## config.mk

```make
export PLATFORM = sky130hd
export DESIGN_NAME = hiscore_top
export DESIGN_NICKNAME = d
export VERILOG_FILES = /design/src/hiscore_pkg.sv /design/src/hiscore_top.sv /design/src/hs_dpram.sv /design/src/hs_host_loader.sv /design/src/hs_restore_fsm.sv
export SDC_FILE = /design/constraint.sdc
export NUM_CORES = 2
export LEC_CHECK = 0
export BUFFER_PORTS_ARGS = -buffer_cell sky130_fd_sc_hd__buf_2
export CELL_PAD_IN_SITES_DETAIL_PLACEMENT = 1
export CELL_PAD_IN_SITES_GLOBAL_PLACEMENT = 2
export CORE_MARGIN = 2
export CORE_UTILIZATION = 51
export DETAILED_ROUTE_END_ITERATION = 16
export PLACE_DENSITY_LB_ADDON = 0.1
export SLEW_MARGIN = 40
export SYNTH_ARGS = -nofsm -noshare
export SYNTH_HDL_FRONTEND = slang
export SYNTH_SLANG_ARGS = --single-unit
```

## constraint.sdc

```tcl
create_clock -name clk -period 5.8 [get_ports clk]
set_input_delay 0.87 -clock clk [delete_from_list [all_inputs] [get_ports clk]]
set_output_delay 0.87 -clock clk [all_outputs]
set_load 0.1 [all_outputs]
```

## src/hiscore_pkg.sv

```systemverilog
// ------------------------------
// Shared types for the high-score restore logic
// Host port, entry, timing and status structs
// Config header offsets and restore FSM states
// ------------------------------

package hiscore_pkg;

	typedef logic [7:0]  byte_t;          // One data byte
	typedef logic [24:0] ioctl_addr_t;    // Host transfer byte address
	typedef logic [23:0] entry_addr_t;    // Game address field of a config entry

	// Host ioctl port as seen by the module
	typedef struct packed {
		logic        download;             // Host download in progress
		logic        upload;               // Host upload in progress
		logic        wr;                   // Download byte strobe
		logic [7:0]  index;                // Transfer index
		ioctl_addr_t addr;
		byte_t       dout;                 // Byte from host
	} hs_ioctl_t;

	// One config table entry
	typedef struct packed {
		entry_addr_t base;                 // First game RAM byte
		byte_t       length;               // Bytes in entry
		byte_t       start_val;            // Expected value at first byte
		byte_t       end_val;              // Expected value at last byte
	} hs_entry_t;

	// Frame counts from the config header
	typedef struct packed {
		logic [31:0] start_wait;
		logic [15:0] check_wait;
		logic [7:0]  pause_pad;
	} hs_timing_t;

	typedef struct packed {
		logic config_valid;                // Config download finished
		logic dump_valid;                  // Dump download finished
		logic uploading;                   // Host reading the dump back
	} hs_status_t;

	// Header layout, offsets point at the last byte of each field
	localparam ioctl_addr_t HDR_LENGTH          = 25'd16;
	localparam logic [3:0]  HDR_START_WAIT_LAST = 4'd3;
	localparam logic [3:0]  HDR_CHECK_WAIT_LAST = 4'd5;
	localparam logic [3:0]  HDR_PAUSE_PAD       = 4'd14;

	typedef enum logic [4:0] {
		IDLE, TIMER, WAIT_PAUSE, WAIT_DATA, INIT,
		CHECK_PREP, CHECK_BEGIN, CHECK_READY, CHECK_START, CHECK_END, CHECK_CANCEL,
		WRITE_BEGIN, WRITE_READY, WRITE_DONE, WRITE_COMPLETE, STOPPED
	} hs_state_e;

endpackage

```

## src/hiscore_top.sv

```systemverilog
// ------------------------------
// High-score restore top level
// Host loader, dump store, restore FSM
// ------------------------------

`timescale 1ns/1ps

module hiscore_top #(
	parameter int HS_ADDRESSWIDTH  = 10,
	parameter int HS_SCOREWIDTH    = 8,
	parameter int CFG_ADDRESSWIDTH = 4,
	parameter int HS_CONFIGINDEX   = 3,
	parameter int HS_DUMPINDEX     = 4
)(
	input  logic                       clk,
	input  logic                       rst_n,
	input  logic                       core_reset,
	input  logic                       paused,
	input  logic                       v_sync,
	input  logic                       data_ready,
	input  hiscore_pkg::hs_ioctl_t     ioctl,
	input  hiscore_pkg::byte_t         data_from_ram,
	output logic [HS_ADDRESSWIDTH-1:0] ram_address,
	output hiscore_pkg::byte_t         data_to_ram,
	output hiscore_pkg::byte_t         data_to_hps,
	output logic                       ram_read,
	output logic                       ram_write,
	output logic                       pause_cpu,
	output logic                       configured
);

	hiscore_pkg::hs_entry_t      entry;
	hiscore_pkg::hs_timing_t     timing;
	hiscore_pkg::hs_status_t     status;
	logic [CFG_ADDRESSWIDTH-1:0] entry_index, last_entry;
	logic                        dump_we;
	logic [HS_SCOREWIDTH-1:0]    dump_addr, dump_rd_addr;
	hiscore_pkg::byte_t          dump_data, dump_q;

	assign configured  = status.config_valid;
	assign data_to_ram = dump_q;            // Same port serves restore and upload
	assign data_to_hps = dump_q;

	hs_host_loader #(
		.CFG_ADDRESSWIDTH(CFG_ADDRESSWIDTH), .HS_SCOREWIDTH(HS_SCOREWIDTH),
		.HS_CONFIGINDEX(HS_CONFIGINDEX), .HS_DUMPINDEX(HS_DUMPINDEX)
	) loader0 (
		.clk(clk), .rst_n(rst_n), .ioctl(ioctl),
		.entry_index(entry_index), .entry(entry), .last_entry(last_entry),
		.timing(timing), .status(status),
		.dump_we(dump_we), .dump_addr(dump_addr), .dump_data(dump_data)
	);

	// Dump store, host writes on A, restore and upload read on B
	hs_dpram #(.DATA_WIDTH(8), .ADDR_WIDTH(HS_SCOREWIDTH)) dump_store (
		.clk(clk),
		.addr_a(dump_addr), .d_a(dump_data), .we_a(dump_we), .q_a(),
		.addr_b(dump_rd_addr), .d_b(8'd0), .we_b(1'b0), .q_b(dump_q)
	);

	hs_restore_fsm #(
		.HS_ADDRESSWIDTH(HS_ADDRESSWIDTH), .HS_SCOREWIDTH(HS_SCOREWIDTH),
		.CFG_ADDRESSWIDTH(CFG_ADDRESSWIDTH)
	) restore0 (
		.clk(clk), .rst_n(rst_n), .core_reset(core_reset), .paused(paused),
		.v_sync(v_sync), .data_ready(data_ready), .ioctl_addr(ioctl.addr),
		.status(status), .timing(timing), .entry(entry), .last_entry(last_entry),
		.data_from_ram(data_from_ram), .entry_index(entry_index),
		.dump_rd_addr(dump_rd_addr), .ram_address(ram_address),
		.ram_read(ram_read), .ram_write(ram_write), .pause_cpu(pause_cpu)
	);

endmodule

```

## src/hs_dpram.sv

```systemverilog
// ------------------------------
// Dual-port RAM with registered reads
// ------------------------------

`timescale 1ns/1ps

module hs_dpram #(
	parameter int DATA_WIDTH = 8,
	parameter int ADDR_WIDTH = 8
)(
	input  logic                  clk,
	input  logic [ADDR_WIDTH-1:0] addr_a,
	input  logic [DATA_WIDTH-1:0] d_a,
	input  logic                  we_a,
	output logic [DATA_WIDTH-1:0] q_a,
	input  logic [ADDR_WIDTH-1:0] addr_b,
	input  logic [DATA_WIDTH-1:0] d_b,
	input  logic                  we_b,
	output logic [DATA_WIDTH-1:0] q_b
);

	logic [DATA_WIDTH-1:0] mem [2**ADDR_WIDTH];

	// Both ports in one block, write data passes through to q
	always_ff @(posedge clk)
	begin
		if (we_a)
		begin
			mem[addr_a] <= d_a;
			q_a <= d_a;
		end
		else
			q_a <= mem[addr_a];

		if (we_b)
		begin
			mem[addr_b] <= d_b;
			q_b <= d_b;
		end
		else
			q_b <= mem[addr_b];
	end

endmodule

```

## src/hs_host_loader.sv

```systemverilog
// ------------------------------
// Host download decode
// Header fields, entry tables, dump store writes
// Loaded and uploading flags
// ------------------------------

`timescale 1ns/1ps

module hs_host_loader #(
	parameter int CFG_ADDRESSWIDTH = 4,
	parameter int HS_SCOREWIDTH    = 8,
	parameter int HS_CONFIGINDEX   = 3,
	parameter int HS_DUMPINDEX     = 4
)(
	input  logic                        clk,
	input  logic                        rst_n,
	input  hiscore_pkg::hs_ioctl_t      ioctl,
	input  logic [CFG_ADDRESSWIDTH-1:0] entry_index,
	output hiscore_pkg::hs_entry_t      entry,
	output logic [CFG_ADDRESSWIDTH-1:0] last_entry,
	output hiscore_pkg::hs_timing_t     timing,
	output hiscore_pkg::hs_status_t     status,
	output logic                        dump_we,
	output logic [HS_SCOREWIDTH-1:0]    dump_addr,
	output hiscore_pkg::byte_t          dump_data
);

	logic                        cfg_dl;          // Config transfer active
	logic                        dump_dl;         // Dump transfer active
	logic                        hdr_byte;        // Config byte falls in header
	logic                        ent_byte;        // Config byte falls in entry area
	logic [3:0]                  hdr_off;
	logic [2:0]                  ent_off;         // Byte offset inside an 8-byte entry
	logic [CFG_ADDRESSWIDTH-1:0] cfg_slot;        // Entry number of current byte
	hiscore_pkg::byte_t          last1, last2, last3;
	logic                        last_download;
	logic [7:0]                  last_index;

	hiscore_pkg::entry_addr_t    base_q;
	hiscore_pkg::byte_t          length_q, start_q, end_q;

	assign cfg_dl   = ioctl.download && (ioctl.index == 8'(HS_CONFIGINDEX));
	assign dump_dl  = ioctl.download && (ioctl.index == 8'(HS_DUMPINDEX));
	assign hdr_byte = cfg_dl && ioctl.wr && (ioctl.addr < hiscore_pkg::HDR_LENGTH);
	assign ent_byte = cfg_dl && ioctl.wr && !(ioctl.addr < hiscore_pkg::HDR_LENGTH);
	assign hdr_off  = ioctl.addr[3:0];
	assign ent_off  = ioctl.addr[2:0];
	assign cfg_slot = ioctl.addr[CFG_ADDRESSWIDTH+2:3] - CFG_ADDRESSWIDTH'(2); // Skip header

	// Dump bytes go straight into the store
	assign dump_we   = dump_dl && ioctl.wr;
	assign dump_addr = ioctl.addr[HS_SCOREWIDTH-1:0];
	assign dump_data = ioctl.dout;

	assign status.uploading = ioctl.upload && (ioctl.index == 8'(HS_DUMPINDEX));

	// ------------------------------
	// Byte cascade and header fields
	// ------------------------------
	always_ff @(posedge clk)
	begin
		if (ioctl.download && ioctl.wr)
		begin
			last3 <= last2;
			last2 <= last1;
			last1 <= ioctl.dout;
		end
		if (hdr_byte)
		begin
			if (hdr_off == hiscore_pkg::HDR_START_WAIT_LAST)
				timing.start_wait <= {last3, last2, last1, ioctl.dout};
			if (hdr_off == hiscore_pkg::HDR_CHECK_WAIT_LAST)
				timing.check_wait <= {last1, ioctl.dout};
			if (hdr_off == hiscore_pkg::HDR_PAUSE_PAD)
				timing.pause_pad <= ioctl.dout;
		end
	end

	// Valid flags latch when a download ends
	always_ff @(posedge clk)
	begin
		if (!rst_n)
		begin
			status.config_valid <= 1'b0;
			status.dump_valid <= 1'b0;
			last_download <= 1'b0;
			last_index <= 8'd0;
			last_entry <= '0;
		end
		else
		begin
			last_download <= ioctl.download;
			last_index <= ioctl.index;
			if (ent_byte)
				last_entry <= cfg_slot;            // Highest slot seen so far
			if (last_download && !ioctl.download)
			begin
				if (last_index == 8'(HS_CONFIGINDEX))
					status.config_valid <= 1'b1;
				if (last_index == 8'(HS_DUMPINDEX))
					status.dump_valid <= 1'b1;
			end
		end
	end

	// ------------------------------
	// Entry tables
	// ------------------------------
	hs_dpram #(.DATA_WIDTH(24), .ADDR_WIDTH(CFG_ADDRESSWIDTH)) base_table (
		.clk(clk),
		.addr_a(cfg_slot), .d_a({last2, last1, ioctl.dout}),
		.we_a(ent_byte && (ent_off == 3'd3)), .q_a(),
		.addr_b(entry_index), .d_b(24'd0), .we_b(1'b0), .q_b(base_q)
	);

	hs_dpram #(.DATA_WIDTH(8), .ADDR_WIDTH(CFG_ADDRESSWIDTH)) length_table (
		.clk(clk),
		.addr_a(cfg_slot), .d_a(ioctl.dout),
		.we_a(ent_byte && (ent_off == 3'd4)), .q_a(),
		.addr_b(entry_index), .d_b(8'd0), .we_b(1'b0), .q_b(length_q)
	);

	hs_dpram #(.DATA_WIDTH(8), .ADDR_WIDTH(CFG_ADDRESSWIDTH)) start_table (
		.clk(clk),
		.addr_a(cfg_slot), .d_a(ioctl.dout),
		.we_a(ent_byte && (ent_off == 3'd5)), .q_a(),
		.addr_b(entry_index), .d_b(8'd0), .we_b(1'b0), .q_b(start_q)
	);

	hs_dpram #(.DATA_WIDTH(8), .ADDR_WIDTH(CFG_ADDRESSWIDTH)) end_table (
		.clk(clk),
		.addr_a(cfg_slot), .d_a(ioctl.dout),
		.we_a(ent_byte && (ent_off == 3'd6)), .q_a(),
		.addr_b(entry_index), .d_b(8'd0), .we_b(1'b0), .q_b(end_q)
	);

	assign entry = {base_q, length_q, start_q, end_q};

endmodule

```

## src/hs_restore_fsm.sv

```systemverilog
// ------------------------------
// Restore FSM with frame timer
// Game RAM requests, dump store addressing
// ------------------------------

`timescale 1ns/1ps

module hs_restore_fsm #(
	parameter int HS_ADDRESSWIDTH  = 10,
	parameter int HS_SCOREWIDTH    = 8,
	parameter int CFG_ADDRESSWIDTH = 4
)(
	input  logic                        clk,
	input  logic                        rst_n,
	input  logic                        core_reset,
	input  logic                        paused,         // Core confirms CPU halt
	input  logic                        v_sync,
	input  logic                        data_ready,     // Game side access strobe
	input  hiscore_pkg::ioctl_addr_t    ioctl_addr,
	input  hiscore_pkg::hs_status_t     status,
	input  hiscore_pkg::hs_timing_t     timing,
	input  hiscore_pkg::hs_entry_t      entry,
	input  logic [CFG_ADDRESSWIDTH-1:0] last_entry,
	input  hiscore_pkg::byte_t          data_from_ram,
	output logic [CFG_ADDRESSWIDTH-1:0] entry_index,
	output logic [HS_SCOREWIDTH-1:0]    dump_rd_addr,
	output logic [HS_ADDRESSWIDTH-1:0]  ram_address,
	output logic                        ram_read,
	output logic                        ram_write,
	output logic                        pause_cpu
);

	hiscore_pkg::hs_state_e      state, ret_state;  // Return state for wait states
	logic [31:0]                 wait_timer;         // Frames left in TIMER
	logic                        vsync_last, ready_last, reset_last;
	logic [CFG_ADDRESSWIDTH-1:0] entry_index_q;      // Entry under check or write
	logic [HS_SCOREWIDTH-1:0]    data_addr;          // Dump store read pointer
	logic [HS_SCOREWIDTH-1:0]    base_io_addr;       // First dump byte of current entry
	logic [HS_SCOREWIDTH-1:0]    entry_offset;
	hiscore_pkg::entry_addr_t    ram_addr;
	hiscore_pkg::entry_addr_t    end_addr;
	hiscore_pkg::byte_t          rd_data;            // Byte taken on data_ready
	logic                        frame_tick, ready_rise, restore_go;

	assign frame_tick   = v_sync && !vsync_last;
	assign ready_rise   = data_ready && !ready_last;
	assign restore_go   = reset_last && !core_reset && status.config_valid && status.dump_valid;
	assign entry_offset = data_addr - base_io_addr;
	assign end_addr     = entry.base + hiscore_pkg::entry_addr_t'(entry.length) - 24'd1;

	assign entry_index  = entry_index_q;
	assign dump_rd_addr = data_addr;
	assign ram_address  = ram_addr[HS_ADDRESSWIDTH-1:0];

	always_ff @(posedge clk)
	begin
		if (!rst_n)
		begin
			state <= hiscore_pkg::IDLE;
			ret_state <= hiscore_pkg::IDLE;
			wait_timer <= 32'd0;
			vsync_last <= 1'b0;
			ready_last <= 1'b0;
			reset_last <= 1'b0;
			entry_index_q <= '0;
			data_addr <= '0;
			base_io_addr <= '0;
			ram_addr <= '0;
			rd_data <= 8'd0;
			ram_read <= 1'b0;
			ram_write <= 1'b0;
			pause_cpu <= 1'b0;
		end
		else
		begin
			vsync_last <= v_sync;
			ready_last <= data_ready;
			reset_last <= core_reset;
			if (status.uploading)
				data_addr <= ioctl_addr[HS_SCOREWIDTH-1:0];   // Upload reads follow host

			if (restore_go)
			begin
				wait_timer <= timing.start_wait;
				ret_state <= hiscore_pkg::INIT;
				state <= hiscore_pkg::TIMER;
				ram_read <= 1'b0;
				ram_write <= 1'b0;
				pause_cpu <= 1'b0;
			end
			else if (!status.uploading || state == hiscore_pkg::WAIT_DATA)
			begin
				case (state)
					hiscore_pkg::IDLE: ;             // Wait for end of core reset
					hiscore_pkg::TIMER:
					begin
						if (wait_timer == 32'd0)
							state <= ret_state;
						else if (frame_tick)
							wait_timer <= wait_timer - 32'd1;
					end
					hiscore_pkg::WAIT_PAUSE:
					begin
						if (paused)
						begin
							wait_timer <= {24'd0, timing.pause_pad};  // Settle before access
							state <= hiscore_pkg::TIMER;
						end
					end
					hiscore_pkg::WAIT_DATA:
					begin
						if (ready_rise)
						begin
							ram_read <= 1'b0;
							ram_write <= 1'b0;
							rd_data <= data_from_ram;
							state <= ret_state;
						end
					end
					hiscore_pkg::INIT:
					begin
						entry_index_q <= '0;
						data_addr <= '0;
						base_io_addr <= '0;
						state <= hiscore_pkg::CHECK_PREP;
					end

					// ------------------------------
					// Start and end value checks
					// ------------------------------
					hiscore_pkg::CHECK_PREP:
					begin
						pause_cpu <= 1'b1;
						ret_state <= hiscore_pkg::CHECK_BEGIN;
						state <= hiscore_pkg::WAIT_PAUSE;
					end
					hiscore_pkg::CHECK_BEGIN:
						state <= hiscore_pkg::CHECK_READY;   // Entry table read latency
					hiscore_pkg::CHECK_READY:
					begin
						ram_addr <= entry.base;
						ram_read <= 1'b1;
						ret_state <= hiscore_pkg::CHECK_START;
						state <= hiscore_pkg::WAIT_DATA;
					end
					hiscore_pkg::CHECK_START:
					begin
						if (rd_data == entry.start_val)
						begin
							ram_addr <= end_addr;
							ram_read <= 1'b1;
							ret_state <= hiscore_pkg::CHECK_END;
							state <= hiscore_pkg::WAIT_DATA;
						end
						else
						begin
							wait_timer <= {24'd0, timing.pause_pad};
							ret_state <= hiscore_pkg::CHECK_CANCEL;
							state <= hiscore_pkg::TIMER;
						end
					end
					hiscore_pkg::CHECK_END:
					begin
						if (rd_data != entry.end_val)
						begin
							wait_timer <= {24'd0, timing.pause_pad};
							ret_state <= hiscore_pkg::CHECK_CANCEL;
							state <= hiscore_pkg::TIMER;
						end
						else if (entry_index_q == last_entry)
						begin
							entry_index_q <= '0;          // All entries good, go write
							state <= hiscore_pkg::WRITE_BEGIN;
						end
						else
						begin
							entry_index_q <= entry_index_q + 1'b1;
							state <= hiscore_pkg::CHECK_BEGIN;
						end
					end
					hiscore_pkg::CHECK_CANCEL:
					begin
						pause_cpu <= 1'b0;                // Let the game run, retry later
						wait_timer <= {16'd0, timing.check_wait};
						ret_state <= hiscore_pkg::INIT;
						state <= hiscore_pkg::TIMER;
					end

					// ------------------------------
					// Dump write to game RAM
					// ------------------------------
					hiscore_pkg::WRITE_BEGIN:
						state <= hiscore_pkg::WRITE_READY;
					hiscore_pkg::WRITE_READY:
					begin
						ram_addr <= entry.base + hiscore_pkg::entry_addr_t'(entry_offset);
						ram_write <= 1'b1;
						ret_state <= hiscore_pkg::WRITE_DONE;
						state <= hiscore_pkg::WAIT_DATA;
					end
					hiscore_pkg::WRITE_DONE:
					begin
						data_addr <= data_addr + 1'b1;
						if (ram_addr != end_addr)
							state <= hiscore_pkg::WRITE_READY;
						else if (entry_index_q == last_entry)
							state <= hiscore_pkg::WRITE_COMPLETE;
						else
						begin
							entry_index_q <= entry_index_q + 1'b1;
							base_io_addr <= data_addr + 1'b1;  // Next entry starts here
							state <= hiscore_pkg::WRITE_BEGIN;
						end
					end
					hiscore_pkg::WRITE_COMPLETE:
					begin
						wait_timer <= {24'd0, timing.pause_pad};
						ret_state <= hiscore_pkg::STOPPED;
						state <= hiscore_pkg::TIMER;
					end
					hiscore_pkg::STOPPED:
						pause_cpu <= 1'b0;                // Restore done
					default:
						state <= hiscore_pkg::IDLE;
				endcase
			end
		end
	end

endmodule

```

==> impl_metrics.csv <==
group,metric,value,unit
status,outcome,"finished clean",
detailed_routing,drt-wirelength-per-cell,33.5,um
worst_setup_path,cpPeakStageDelay,0.57,ns
grt,antenna_found_initial,43,
grt,grt_max_degree,166,
clock_tree,ctsHoldBuffers,0,
die,start_util,51.4,%
finish,final_core_utilization,58.1,%
synth,synth_edf_count,2896,
worst_setup_path,cpMostUsedCell,"inv_1",
sta,period_share,80.9,%
worst_setup_path,cp_max_fo,12,
synth,yosysTopAreaCellShare,71.9,%
detailed_routing,routed-via-count,59502,
synth,synth_warnings,0,
grt,grt.overflow.total,0,
sta,setup_viol,0,
die,die_w,491,um
worst_setup_path,path_buf_inv,3,
worst_setup_path,r2r_start,"loader0.base_table.q_b[1]",
place,dp_hpwl,193,mm
sta,max_freq,213,MHz
clock_tree,ctsHtreeMaxLevel,5,
finish,area_delta_synth_final,13.2,%
worst_setup_path,ff2ff_setup_slack,1.11,ns
clock_tree,clk_root_buffer_cell,"clkbuf_16",
power,switching_share,23.6,%
synth,synth_ff_type,"edfxtp_1",
sta,hold_viol_final,0,
worst_setup_path,cp.required,6.60,ns
clock_tree,clk_latency,0.97,ns
clock_tree,cts_made_buffers,328,
synth,async_reset_ff_share,0,%
clock_tree,tritoncts,"built",
place,place_inst,8900,
min_path,hold_path_end,"loader0.last_index[3]",
finish,fin_cells,9484,
finish,final_nets,6218,
clock_tree,cts_resized,0,
synth,yosys-top-cells-area,"edfxtp_1 (72%), mux4_2 (17%), dfxtp_1 (2.8%), nor2_1 (1.5%), ha_1 (0.69%)",
synth,syn_area,0.121,mm^2
power,cellPowerDensity,365,mW/mm^2
clock_tree,path_clk_slew,0.06,ns
detailed_routing,antenna_left,0,
place,post_dp_cell_area,0.126,mm^2
grt,grt_use_total,26.6,%
die,fp-row-count,178,
worst_setup_path,critPathKind,"flip-flop to flip-flop",
power,seq_power_share,49.4,%
sta,fin_crit,4.69,ns
sta,worst_slew_pin_slew,1.01,ns
grt,grt_pass1_vias,61698,
min_path,hold_class,"primary input to flip-flop",
place,port_buffers,87,
detailed_routing,drt_pass1_iterations,5,
power,combPwrFrac,9.8,%
die,dieHeight,491,um
clock_tree,cts_buffer_depth,4,
sta,slew_headroom,32.8,%
power,internal-power,0.0382,W
die,core,0.236,mm^2
power,clockPowerShare,40.8,%
min_path,hold_start,"ioctl[36]",
job,max_cap_violations,0,
place,gp_congestion,0.799,
worst_setup_path,reg2regPathDepth,16,
worst_setup_path,path_delay_family,"simple AND/OR/NAND/NOR gates",
min_path,worst_hold_path.num_cells,2,
detailed_routing,vias_per_cell,6.27,
detailed_routing,drt-total-wl,318,mm
worst_setup_path,path_cells,"inv_1 > ha_1 > inv_1 > ha_1 > inv_1 > fa_1 > nor2b_1 > o221ai_1 > a21o_1 > o31ai_2 > a21boi_1 > xnor3_1 > nor3_1 > and4_4 > nand2b_1 > a311oi_1",
power,power_switching,0.0118,W
sta,setup-tns-final,0,ns
finish,finalInstanceArea,0.137,mm^2
clock_tree,cts.sinks,3065,
synth,synth_area_leader_cell,"edfxtp_1",
sta,rsz0062_at_grt,"no",
detailed_routing,drt_iter0_drc,7014,
detailed_routing,drc,0,
grt,grt_pass1_wl,461,mm
synth,avgSynthCellArea,20.8,um^2
synth,syn_inst,5807,
synth,synth_fp_nets,5935,
finish,nFillCells,19927,
worst_setup_path,r2r_end,"restore0.base_io_addr[7]",
power,leakage,41.8,nW
worst_setup_path,startpoint_type,"flip-flop",
finish,layout-drive-gt1-share,28.6,%
power,peakVddDrop,0.243,mV
synth,ys_seq_area_share,74.7,%
worst_setup_path,cp_data_arrival_time,5.49,ns
synth,ys_types,87,
worst_setup_path,endpoint_kind,"flip-flop",
clock_tree,post_cts_buffers,0,
sta,slew_violations,0,
synth,ys_seq_elements,3065,
die,io_pins,88,
die,fp.dieArea,0.241,mm^2
worst_setup_path,critPathSlowestCell,"nor3_1",
sta,fin_skew,0.0601,ns
## power by group through the flow
stage / Combinational (W) / Clock (W) / Sequential (W)
4_1_cts: 0.00488 / 0.0208 / 0.0247
2_1_floorplan: 0.00330 / 0 / 0.0250
6_report: 0.00488 / 0.0204 / 0.0247
3_3_place_gp: 0.00479 / 0 / 0.0252
3_5_place_dp: 0.00486 / 0 / 0.0252
5_1_grt: 0.00532 / 0.0215 / 0.0247
## layer usage
| metal | GRT usage [%] | part of all wire [%] | up-vias |
|---|---|---|---|
| li1 | - | - | 24579 |
| met1 | 40.5 | 43 | 32219 |
| met2 | 40.8 | 47 | 2330 |
| met3 | 5.11 | 7.8 | 374 |
| met4 | 5.09 | 1.7 | 0 |
| met5 | 0 | 0 | - |
## layout by cell type, fill, tap and decap left out, drive strengths merged, types with 14 or more instances in the layout
cell type,count
ha,67
nand3,29
nor4,22
clkbuf,405
nor2,472
mux2i,24
inv,94
mux4,920
and2,23
a221oi,14
o211ai,20
buf,294
clkinv,121
nand2,147
o21ai,79
a31oi,24
a21o,14
nor2b,18
nand4,18
nor3,37
edfxtp,2896
a21oi,99
bufinv,29
xor2,27
xnor2,63
dfxtp,169
a22oi,18
## cell families after synthesis
logic type | count (synthesis) | share of synthesized area (%)
XOR/XNOR | 98 | 0.801
AND/OR/NAND/NOR | 838 | 3.05
AO/OA/AOI/OAI | 359 | 1.94
buffers and inverters | 429 | 1.44
flip-flops | 3065 | 74.7
multiplexers | 948 | 17.4
adder cells (fa/ha/maj) | 70 | 0.742
## synth_stat cells (all sizes together) (6+ instances only)
library cell	number
edfxtp	2896
mux4	920
nor2	472
clkbuf	221
dfxtp	169
nand2	147
buf	120
a21oi	99
inv	87
o21ai	79
ha	67
xnor2	63
nor3	37
nand3	29
xor2	27
a31oi	24
mux2i	24
and2	23
nor4	22
o211ai	20
a22oi	18
nand4	18
nor2b	18
a21o	14
a221oi	14
a211oi	13
and3	13
nand2b	13
or3	11
or2	10
a222oi	9
a32oi	8
a311oi	7
o31ai	7
xnor3	7
o21a	6
o22ai	6
or4	6
## stage by stage
step                      power [W]  worst slack [ns]  hold WS, ns
after floorplan              0.0283              1.48        0.400
after CTS                    0.0504              1.12       0.0663
after global placement       0.0300              1.19        0.402
after global routing         0.0516             0.821        0.105
final                        0.0500              1.11        0.137
after detailed placement     0.0301              1.16        0.406
## flip-flops by register name, indices dropped and copies added, names as in the netlist, 8 cells and up
| signal | flops |
|---|---|
| loader0.length_table.q_b | 8 |
| loader0.start_table.mem | 128 |
| restore0.dump_rd_addr | 8 |
| loader0.start_table.q_b | 8 |
| dump_store.mem | 2048 |
| loader0.timing | 56 |
| loader0.last_index | 8 |
| loader0.last3 | 8 |
| loader0.base_table.mem | 384 |
| loader0.last1 | 8 |
| loader0.base_table.q_b | 24 |
| loader0.last2 | 8 |
| loader0.end_table.q_b | 8 |
| dump_store.q_b | 8 |
| restore0.base_io_addr | 8 |
| loader0.length_table.mem | 128 |
| restore0.rd_data | 8 |
| restore0.wait_timer | 32 |
| restore0.ram_addr | 24 |
| loader0.end_table.mem | 128 |
## worst max path at each step
stage	start	to	slack, ns	cells past startpoint
after floorplan	restore0.dump_rd_addr[0]	restore0.ram_addr[22]	1.48	23
after global placement	loader0.base_table.q_b[1]	restore0.state[2]	1.19	16
after detailed placement	loader0.base_table.q_b[1]	restore0.state[2]	1.16	16
after CTS	loader0.base_table.q_b[1]	restore0.state[2]	1.12	16
after global routing	loader0.base_table.q_b[1]	restore0.base_io_addr[7]	0.82	16
final	loader0.base_table.q_b[1]	restore0.base_io_addr[7]	1.11	16
## area by class of cell
cell class / instances / area, um^2 / area share [%]
sequential: 3065 / 90400 / 66.0
multi-input combinational: 2313 / 29300 / 21.4
clock buffer: 405 / 8740 / 6.38
tap: 3150 / 3940 / 2.88
timing repair buffer: 294 / 2660 / 1.94
clock inverter: 165 / 1600 / 1.17
inverter: 88 / 332 / 0.242
antenna: 4 / 10.0 / 0.00731
Note: power is estimated with default switching activity, not from simulation.
